[src/rtl/synth_pkg.sv]
`default_nettype none

package synth_pkg;

    // ##########################################################
    // Voice layout and widths
    // ##########################################################

    localparam int NUM_VOICES = 4;

    localparam int CUSTOM_WAVE   = 0;
    localparam int SINE_WAVE     = 1;
    localparam int TRIANGLE_WAVE = 2;
    localparam int SQUARE_WAVE   = 3;

    localparam int PHASE_W  = 32;   // Unsigned fraction of one period
    localparam int SAMPLE_W = 16;   // Signed PCM
    localparam int GAIN_W   = 16;   // Q1.15 unsigned
    localparam int ENV_W    = 32;   // Top GAIN_W bits drive the gain

    localparam logic signed [SAMPLE_W-1:0] SAMPLE_MAX = 16'sh7FFF;
    localparam logic signed [SAMPLE_W-1:0] SAMPLE_MIN = 16'sh8000;
    localparam logic [GAIN_W-1:0]          GAIN_ONE   = 16'h8000;   // Unity gain in Q1.15

    // ##########################################################
    // Encodings
    // ##########################################################

    // Shape values follow the voice indices above
    typedef enum logic [1:0] {
        SHAPE_CUSTOM,
        SHAPE_SINE,
        SHAPE_TRIANGLE,
        SHAPE_SQUARE
    } wave_shape_e;

    typedef enum logic [2:0] {
        ADSR_IDLE,
        ADSR_ATTACK,
        ADSR_DECAY,
        ADSR_SUSTAIN,
        ADSR_RELEASE
    } adsr_state_e;

endpackage : synth_pkg

`default_nettype wire

[src/rtl/adsr_modulator.sv]
`timescale 1ns/1ps
`default_nettype none

module adsr_modulator (
    input  logic                        clk_i,
    input  logic                        rst_n_i,
    input  logic                        start_i,
    input  logic                        enable_i,
    input  logic [synth_pkg::ENV_W-1:0] attack_step_i,
    input  logic [synth_pkg::ENV_W-1:0] decay_step_i,
    input  logic [synth_pkg::ENV_W-1:0] release_step_i,
    input  logic [synth_pkg::ENV_W-1:0] sustain_duration_i,
    input  logic [synth_pkg::ENV_W-1:0] attack_level_i,
    input  logic [synth_pkg::ENV_W-1:0] sustain_level_i,
    output logic                        idle_o,
    output logic [synth_pkg::GAIN_W-1:0] modulator_o
);
    import synth_pkg::*;

    adsr_state_e      state_q, state_d;
    logic [ENV_W-1:0] level_q, level_d;
    logic [ENV_W-1:0] sustain_cnt_q, sustain_cnt_d;
    logic [ENV_W:0]   attack_sum;    // Extra bit catches a wrapping add
    logic [ENV_W:0]   decay_floor;

    always_comb begin
        state_d       = state_q;
        level_d       = level_q;
        sustain_cnt_d = '0;
        attack_sum    = {1'b0, level_q} + {1'b0, attack_step_i};
        decay_floor   = {1'b0, sustain_level_i} + {1'b0, decay_step_i};

        if (!enable_i) begin
            state_d = ADSR_IDLE;
            level_d = '0;
        end else if (start_i) begin
            state_d = ADSR_ATTACK;   // Restart keeps the current level
        end else begin
            case (state_q)
                ADSR_ATTACK: begin
                    if (attack_sum >= {1'b0, attack_level_i}) begin
                        level_d = attack_level_i;
                        state_d = ADSR_DECAY;
                    end else begin
                        level_d = attack_sum[ENV_W-1:0];
                    end
                end
                ADSR_DECAY: begin
                    if ({1'b0, level_q} <= decay_floor) begin
                        level_d = sustain_level_i;
                        state_d = ADSR_SUSTAIN;
                    end else begin
                        level_d = level_q - decay_step_i;
                    end
                end
                ADSR_SUSTAIN: begin
                    sustain_cnt_d = sustain_cnt_q + 1'b1;
                    if (sustain_cnt_d >= sustain_duration_i) state_d = ADSR_RELEASE;
                end
                ADSR_RELEASE: begin
                    if (level_q <= release_step_i) begin
                        level_d = '0;
                        state_d = ADSR_IDLE;
                    end else begin
                        level_d = level_q - release_step_i;
                    end
                end
                default: ;
            endcase
        end
    end

    always_ff @(posedge clk_i) begin
        if (!rst_n_i) begin
            state_q       <= ADSR_IDLE;
            level_q       <= '0;
            sustain_cnt_q <= '0;
            idle_o        <= 1'b1;
        end else begin
            state_q       <= state_d;
            level_q       <= level_d;
            sustain_cnt_q <= sustain_cnt_d;
            idle_o        <= (state_d == ADSR_IDLE);   // Registered alongside the state
        end
    end

    assign modulator_o = level_q[ENV_W-1 -: GAIN_W];

    // The clamp in ATTACK keeps the level at or below the target
    assert property (@(posedge clk_i) disable iff (!rst_n_i)
        state_q == ADSR_ATTACK |-> level_q <= attack_level_i);

    // Every way into IDLE leaves the envelope silent
    assert property (@(posedge clk_i) disable iff (!rst_n_i)
        idle_o |-> level_q == '0);

endmodule : adsr_modulator

`default_nettype wire

[config.mk]
export PLATFORM = sky130hd
export DESIGN_NAME = adsr_modulator
export DESIGN_NICKNAME = d
export VERILOG_FILES = /design/src/rtl/synth_pkg.sv /design/src/rtl/adsr_modulator.sv
export SDC_FILE = /design/constraint.sdc
export NUM_CORES = 1
export LEC_CHECK = 0
export ABC_AREA = 1
export CAP_MARGIN = 20
export CORE_MARGIN = 2
export CORE_UTILIZATION = 60
export DETAILED_ROUTE_END_ITERATION = 7
export DONT_BUFFER_PORTS = 1
export PLACE_DENSITY = 0.76
export SYNTH_ARGS = -nofsm -noshare
export SYNTH_HDL_FRONTEND = slang
export SYNTH_SLANG_ARGS = --single-unit
[constraint.sdc]
create_clock -name clk_i -period 9.9 [get_ports clk_i]
set_input_delay 2.97 -clock clk_i [delete_from_list [all_inputs] [get_ports clk_i]]
set_output_delay 2.97 -clock clk_i [all_outputs]
set_load 0.01 [all_outputs]
## Word-level counts from Yosys, hierarchy flattened

Index checks and enable logic that the tools add are counted.
W data, S select, Z words.

- Bits in registers: 68
- Input port bits: 196
- Output and inout port bits: 17
- Word-level logic and storage cells: 37

- Add/subtract/negate cells: 5
- Magnitude comparators: 4
- Eq/ne operators: 4
- Mux-type cells: 11
- Bitwise gates (word level): 4
- Reductions and logical operators: 5

Operators by type and width:

| cell | count |
|---|---|
| $mux W32 | 3 |
| $pmux W32 S3 | 1 |
| $add A32 B32 Y33 | 2 |
| $sub A32 B32 Y32 | 2 |
| $ge A33 B32 Y1 | 1 |
| $le A32 B33 Y1 | 1 |
| $add A32 B1 Y32 const B | 1 |
| $ge A32 B32 Y1 | 1 |
| $le A32 B32 Y1 | 1 |
| $mux W3 | 6 |
| $pmux W3 S4 | 1 |
| $eq A3 B2 Y1 const B | 2 |
| $not A1 Y1 | 4 |
| $reduce_and A2 Y1 | 2 |
| $reduce_or A4 Y1 | 1 |
| $eq A3 B1 Y1 const B | 1 |
| $eq A3 B3 Y1 const B | 1 |
| $logic_not A3 Y1 | 1 |
| $reduce_bool A3 Y1 | 1 |

## Depth between registers and ports, before layout

Gate-level depths: netlist of the first run.

- Word-level depth: 7
- Depth in mapped cells: 34
- Gate-level depth less buffers: 34

## Worst setup path before layout of the first run

Ideal clock, no wire load.

- Kind: in2reg
- Start: input port decay_step_i[0] (netlist name)
- End: register level_q[16]
- Library setup time: 132 ps
- Arrival time: 6526 ps
- Data required time: 9768 ps
- Slack: 3242 ps
- Cell stages on the path: 30
- Buffers on the path: 1
- Cells stage by stage: ha_1 > inv_1 > fa_1 > nand3b_1 > nand2_1 > nand2_1 > nand2_2 > a21oi_1 > o21ai_1 > a21oi_1 > o21ai_1 > a21oi_1 > o21ai_1 > nand2_1 > nand4_1 > nand2_1 > ha_1 > a21oi_1 > nor2_1 > o211ai_1 > nand2_1 > nor2_2 > nand3_4 > nand2_4 > buf_4 > nand2_1 > nand3_1 > nand3_1 > nand3_1 > a21oi_1

- Cells in the longest elaborated chain, start to end: 4
- Elaborated cells between the ends (all ways): 5
- Those cells by class: add/sub: 2; order compare: 1; mux: 2

Ends and longest elaborated chain:

| item | RTL line | source |
|---|---|---|
| start, declared | adsr_modulator.sv:10 | `input logic [synth_pkg::ENV_W-1:0] decay_step_i,` |
| $add A32 B32 Y33 | adsr_modulator.sv:31 | `decay_floor = {1'b0, sustain_level_i} + {1'b0, decay_step_i};` |
| $le A32 B33 Y1 | adsr_modulator.sv:49 | `if ({1'b0, level_q} <= decay_floor) begin` |
| $mux W32 * | adsr_modulator.sv:49 |  |
| $pmux W32 S3 * | adsr_modulator.sv:39 | `case (state_q)` |
| end signal, assigned | adsr_modulator.sv:81 | `level_q <= level_d;` |
| end, declared | adsr_modulator.sv:21 | `logic [ENV_W-1:0] level_q, level_d;` |

Every way passes the cells marked *; elsewhere a longest branch is shown, timed or not.
A chain may end at the register's enable or synchronous reset.

## Final worst setup path of the first run

- Start: input port decay_step_i[2] (netlist name)
- End: register level_q[15]

The elaborated chain is that of the path after synthesis.

==> results.txt, run 1 <==
Mean Syn Cell Area -> 5.96 sq um
TritonCTS clock tree -> built
gpl congestion -> 1.05
Switching Share -> 41.0%
antenna violations before repair -> 2
WL/cell -> 20.4 um
Layout fillers -> 2176
Iter 0 DRT Violations -> 1937
clock buffer count from CTS -> 9
pwr dens -> 80.5 nW/um^2
Detail Route Antenna Nets -> 0
Slew headroom -> 33.0%
H-tree depth -> 3
Port Buffers -> 0
row count -> 55
dpl cell area -> 14100 sq um
switching power -> 0.479 mW
root buffer cell -> clkbuf_16
fmax -> 132 MHz
largest area contributor in the netlist -> ha_1
Clk network pwr share -> 33.5%
number of global-route vias before repair -> 15100
NumNets Final -> 2741
power share of the sequential group -> 24.5%
Required @ worst endpoint -> 10170 ps
Yosys top cell area share -> 20.0%
Max-cap violations -> 0
worst slew pin tran -> 999 ps
Setup Buffers After CTS -> 0
Max VDD drop -> 93.6 uV
dominant synthesized flop cell -> dfxtp_1
WS Path Type -> input port to flop
core area -> 22800 sq um
DIE AREA -> 24600 sq um
Tot GR Track Use -> 42.5%
Antenna diodes -> 0
commonest cells after routing, fill and taps aside -> nand2_1 (499), inv_1 (378), a21oi_1 (239)
clock transition at the registers of the reported paths -> 70 ps
Via density -> 6.19
total gr overflow -> 0
area grow syn2layout -> 3.59%
Netlist cell types -> 59
Static Leak -> 7.77 nW
critical path arrival -> 7830 ps
Initial Utilization -> 61.5%
post-synthesis register bit count -> 68
Worst setup EP type -> flop
worst-path maximum fanout -> 36
Startpoint Class -> input port
Hold Vio Cnt, Final -> 0
Mapped Cells -> 2349
drt pass-1 iters -> 7
placed wire-length estimate -> 44300 um
Hold/Removal Path Class -> flop to flop
Mapped Area -> 14000 sq um
Die X -> 157 um
DRC -> 0
Ports -> 213
ys async rst share -> 0%
number of flops mapped to enable cells by yosys -> 0
Final setup viols -> 0
Design Area, Final -> 14500 sq um
sequential fraction of the synthesis area -> 9.72%
cts repair resizes -> 0
Max Slew Vio Count -> 0
Via Count -> 16300
skew final -> 7.51 ps
combinational fraction of design power -> 42.0%
cts hold-fix bufs -> 0
status -> completed
unrepaired setup endpoints after global routing -> no
clock latency at the later pin of the worst-skew pair -> 340 ps
die height -> 157 um
# clock sinks -> 68
total routed wirelength -> 53600 um
synth warn -> 0
dominant cells by area after synthesis -> ha_1 (20%), nand2_1 (13%), inv_1 (10%), dfxtp_1 (9.7%), a21oi_1 (8.5%)
Post-Syn Nets -> 2773
setup_tns -> 0 ps
Cell Int Power -> 0.689 mW
fraction of layout cells with a size suffix above 1 -> 2.54%
crit share post-route -> 76.4%
worst-case clock buffer depth -> 2
first-pass GRT wire length -> 80500 um
commonest non-fill, non-tap cell in the layout -> nand2_1
min Tclk post-route -> 7560 ps
largest net degree at the start of global routing -> 42
[stage by stage]
| stage | hold slack [ps] | util (%) | worst slack [ps] | cells | total power, mW |
|---|---|---|---|---|---|
| after floorplan | 429 | - | 3240 | 2349 | 0.643 |
| after global placement | 457 | 62.0 | 2050 | 2618 | 0.754 |
| after detailed placement | 464 | 62.0 | 2070 | 2618 | 0.760 |
| after CTS | 478 | 63.6 | 2420 | 2634 | 1.15 |
| after global routing | 494 | 63.7 | 1940 | 2635 | 1.23 |
| final | 477 | 63.7 | 2340 | 2635 | 1.17 |
[path summary, 6_finish.rpt]
kind / startpoint / endpoint / slack (ps) / cells past startpoint
setup / recovery: decay_step_i[2] / level_q[15] / 2340 / 27
setup reg to reg: level_q[10] / level_q[26] / 4560 / 25
hold / removal: sustain_cnt_q[0] / sustain_cnt_q[0] / 480 / 1
hold reg to reg: sustain_cnt_q[0] / sustain_cnt_q[0] / 480 / 1
[flip-flops by register name, summed over array words and instances, names as in the netlist]
name           cells
sustain_cnt_q     32
idle_o             1
level_q           32
state_q            3
[power by group through the flow]
stage                     clock network (mW)  registers (mW)  logic, mW
final                                  0.392           0.286      0.490
after CTS                              0.390           0.285      0.472
after floorplan                            0           0.286      0.357
after global routing                   0.401           0.286      0.538
after detailed placement                   0           0.292      0.468
after global placement                     0           0.291      0.463
[per-layer routing]
metal | wire length (um) | GRT usage, % | vias up | share of wire (%)
li1 | - | - | 7728 | -
met1 | 20500 | 53.4 | 7347 | 38
met2 | 23000 | 66.4 | 1015 | 43
met3 | 7100 | 12.6 | 217 | 13
met4 | 3070 | 20.5 | 2 | 5.7
met5 | 13 | 0 | - | 0.024
[critical path: stages]
cell and delay [ps]:
ha_1 330, o2bb2ai_1 270, o21bai_1 100, a21o_1 180, nand2_1 60, nand2_1 50
a21oi_1 590, o21ai_0 330, nand2_1 120, nand2_1 140, nand4_1 170, nand2_1 70
nand2_1 60, nand2_1 100, ha_1 320, nand4_1 110, nor2_1 150, inv_1 50
nor2_1 130, nand3_1 140, nand3_4 330, nand2_4 340, nand2_1 150, nand3_1 180
nand3_1 170, nand3_1 80, a21oi_1 130
[cell usage after synthesis (2+ instances only)]
master     instances
o21ai_1           13
o221ai_1           3
a221oi_1           2
a21oi_1          239
a31o_2             2
a21o_1            11
and3_1             3
a2111oi_0          2
o31ai_1            2
nand3_1          220
xnor2_1           38
clkbuf_1          18
o21ai_0          113
or2_2              5
nand3b_1           6
nor2_1           220
a31oi_1           19
o21a_1             5
o21bai_1          16
o211ai_1           7
nor3_1            40
buf_2              8
buf_4             17
nor2_2             3
nand2_4            2
nand4_1           32
inv_1            378
a211oi_1           5
xor2_1            68
o21ai_2            2
and2_1             3
inv_2              3
nand2_2            6
buf_6              9
nand2_1          499
nor4_1            10
ha_1             224
a21boi_0           5
dfxtp_1           68
fa_1               4
[final cells by class]
| cell class | count | area (sq um) | share of cell area [%] |
|---|---|---|---|
| Multi-Input combinational cell | 1845 | 10900 | 74.9 |
| Tap cell | 313 | 392 | 2.70 |
| Timing Repair Buffer | 10 | 95.1 | 0.656 |
| Clock buffer | 9 | 225 | 1.55 |
| Sequential cell | 68 | 1360 | 9.38 |
| Clock inverter | 7 | 124 | 0.854 |
| Inverter | 383 | 1440 | 9.95 |
[cells by family (layout without fill, tap and decap cells)]
group | Yosys count | in the layout | synth area share [%]
adder cells (fa/ha/maj) | 228 | 228 | 20.6
XOR/XNOR | 106 | 106 | 6.63
buffers and inverters | 436 | 409 | 12.7
AO/OA/AOI/OAI | 453 | 453 | 17.8
flip-flops | 68 | 68 | 9.72
AND/OR/NAND/NOR | 1058 | 1058 | 32.5
Power figures use the tool's default switching activity.
==> run 2, diff against run 1 <==
Settings changed: PLACE_DENSITY 0.76 to 0.79.
Clock period 9.9 ns to 6.9 ns, I/O delays scaled along.
==> run 2 against run 1 <==
  * First-iteration DRC count decreased by 0.15%
  * Die area unchanged
  * Global-route usage down 0.55 points
  * Largest cell class unchanged
  * Flip-flop and latch count unchanged
==> results.txt, run 2 (synthesis gave the netlist of run 1 again) <==
status -> completed
cts repair resizes -> 0 (unchanged)
placed wire-length estimate -> 43900 um (-0.98%)
largest net degree at the start of global routing -> 42 (unchanged)
worst setup path start -> decay_step_i[0]
first-pass GRT wire length -> 79500 um (-1.2%)
drt pass-1 iters -> 6 (-1)
H-tree depth -> 3 (unchanged)
Hold Vio Cnt, Final -> 0 (unchanged)
die height -> 157 um (unchanged)
WS Path Type -> input port to flop
Layout fillers -> 2293 (+5.4%)
commonest non-fill, non-tap cell in the layout -> nand2_1
power share of the sequential group -> 25.5% (+1.0 points)
Via density -> 6.11 (-1.2%)
min Tclk post-route -> 6270 ps
gpl congestion -> 1.06 (+0.81%)
core area -> 22800 sq um (unchanged)
biggest regs -> level_q (32), sustain_cnt_q (32), state_q (3)
Die X -> 157 um (unchanged)
Tot GR Track Use -> 42.0% (-0.55 points)
RR Startpoint -> level_q[1]
total routed wirelength -> 52600 um (-1.9%)
Max-cap violations -> 0 (unchanged)
Final setup viols -> 0 (unchanged)
DRC -> 0 (unchanged)
commonest cells after routing, fill and taps aside -> nand2_1 (499), inv_1 (378), a21oi_1 (239)
Hold/Removal Path Class -> flop to flop
pwr dens -> 111 nW/um^2 (+37%)
unrepaired setup endpoints after global routing -> no
Slew headroom -> 30.6% (-2.4 points)
Static Leak -> 7.78 nW (+0.17%)
Max Slew Vio Count -> 0 (unchanged)
clock latency at the later pin of the worst-skew pair -> 360 ps (+20 ps)
combinational fraction of design power -> 43.3% (+1.3 points)
root buffer cell -> clkbuf_16
Setup Buffers After CTS -> 0 (unchanged)
worst slew pin tran -> 1040 ps (+35.9 ps)
NumNets Final -> 2748 (+0.26%)
Ports -> 213 (unchanged)
cts hold-fix bufs -> 0 (unchanged)
area occupied by multi-input gates -> 10900 sq um (unchanged)
Clk network pwr share -> 31.2% (-2.3 points)
clock buffer count from CTS -> 9 (unchanged)
register area -> 1360 sq um (unchanged)
setup_tns -> 0 ps (unchanged)
TritonCTS clock tree -> built
Cell Int Power -> 0.919 mW (+33%)
slowest stage cell, crit path -> fa_1
fmax -> 160 MHz
Startpoint Class -> input port
DIE AREA -> 24600 sq um (unchanged)
Worst setup EP type -> flop
switching power -> 0.688 mW (+44%)
R2R Setup Slk -> 2040 ps (-2520 ps)
Detail Route Antenna Nets -> 0 (unchanged)
Via Count -> 16200 (-0.94%)
critical path arrival -> 6490 ps (-1340 ps)
antenna violations before repair -> 1 (-1)
final core occ -> 63.7% (about the same)
skew final -> 7.53 ps (+0.0124 ps)
crit share post-route -> 90.8%
Iter 0 DRT Violations -> 1934 (-0.15%)
WL/cell -> 19.9 um (-2.2%)
Critical Path Sink -> level_q[11]
row count -> 55 (unchanged)
area grow syn2layout -> 3.68% (about the same)
r2r worst-path depth -> 20 (-20%)
Switching Share -> 42.8% (+1.8 points)
fraction of layout cells with a size suffix above 1 -> 2.83% (+0.29 points)
Max VDD drop -> 109 uV (+17%)
Reg-to-Reg End -> level_q[26]
worst-path maximum fanout -> 24 (-33%)
worst-case clock buffer depth -> 2 (unchanged)
Required @ worst endpoint -> 7130 ps (-3040 ps)
clock transition at the registers of the reported paths -> 60 ps (about the same)
number of global-route vias before repair -> 15100 (+0.060%)
CP max stage delay -> 390 ps (-200 ps)
# clock sinks -> 68 (unchanged)
Initial Utilization -> 61.5% (unchanged)
Port Buffers -> 0 (unchanged)
total gr overflow -> 0 (unchanged)
most frequent CP cell -> nand3_1
-- run 2: cell types whose count changed in the layout (fill, tap and decap cells not counted) --
| cell | change |
|---|---|
| buf_4 | +6 |
| inv_6 | +2 |
| bufinv_16 | -2 |
| diode_2 | +1 |
| buf_8 | +1 |
| buf_16 | -1 |
| buf_12 | +1 |
-- run 2: worst min path at each step --
stage / end / startpoint / cells after the start / slack [ps]
floorplan: sustain_cnt_q[0] / sustain_cnt_q[0] / 1 / 430
global placement: sustain_cnt_q[0] / sustain_cnt_q[0] / 1 / 460
detailed placement: level_q[0] / level_q[0] / 2 / 490
CTS: level_q[0] / level_q[0] / 2 / 500
global route: sustain_cnt_q[0] / sustain_cnt_q[0] / 1 / 520
finish: sustain_cnt_q[0] / sustain_cnt_q[0] / 1 / 500
-- run 2: metal layers --
layer	global-route usage (%)	vias to the layer above	share of wire, %
met5	0	-	0.023
met2	68.8	898	44
met3	8.28	172	11
li1	-	7746	-
met4	20.1	2	5.8
met1	52.6	7338	39
-- run 2: power by group through the flow --
stage	clock (mW)	combinational, mW	sequential (mW)
after global placement	0	0.660	0.418
after detailed placement	0	0.671	0.418
after CTS	0.499	0.675	0.409
final	0.501	0.696	0.410
after global routing	0.515	0.770	0.410
after floorplan	0	0.512	0.410
-- run 2: layout make-up --
class	instances	share of cell area, %
clock buffers	9	1.55
well taps	313	2.70
clock inverters	7	0.560
repair buffers	17	1.02
flip-flops and latches	68	9.38
diodes	1	0.0172
inverters	383	9.94
multi-input cells	1845	74.8
-- run 2: worst max-delay path: cells and delay by family --
family	cells	cell delay, ps
and+or+nand+nor	16	1870
AOI/OAI and AO/OA	7	1260
buffers and inverters	3	430
adders and majority gates	3	850
-- run 2: stage by stage --
step	cells	cell area, sq um	setup slack [ps]	power, mW	hold WS [ps]
final	2643	14500	634	1.61	497
after global routing	2642	14500	195	1.70	518
after CTS	2641	14500	727	1.58	496
after detailed placement	2625	14200	393	1.09	488
after global placement	2625	14200	528	1.08	460
after floorplan	2349	14000	1140	0.922	429
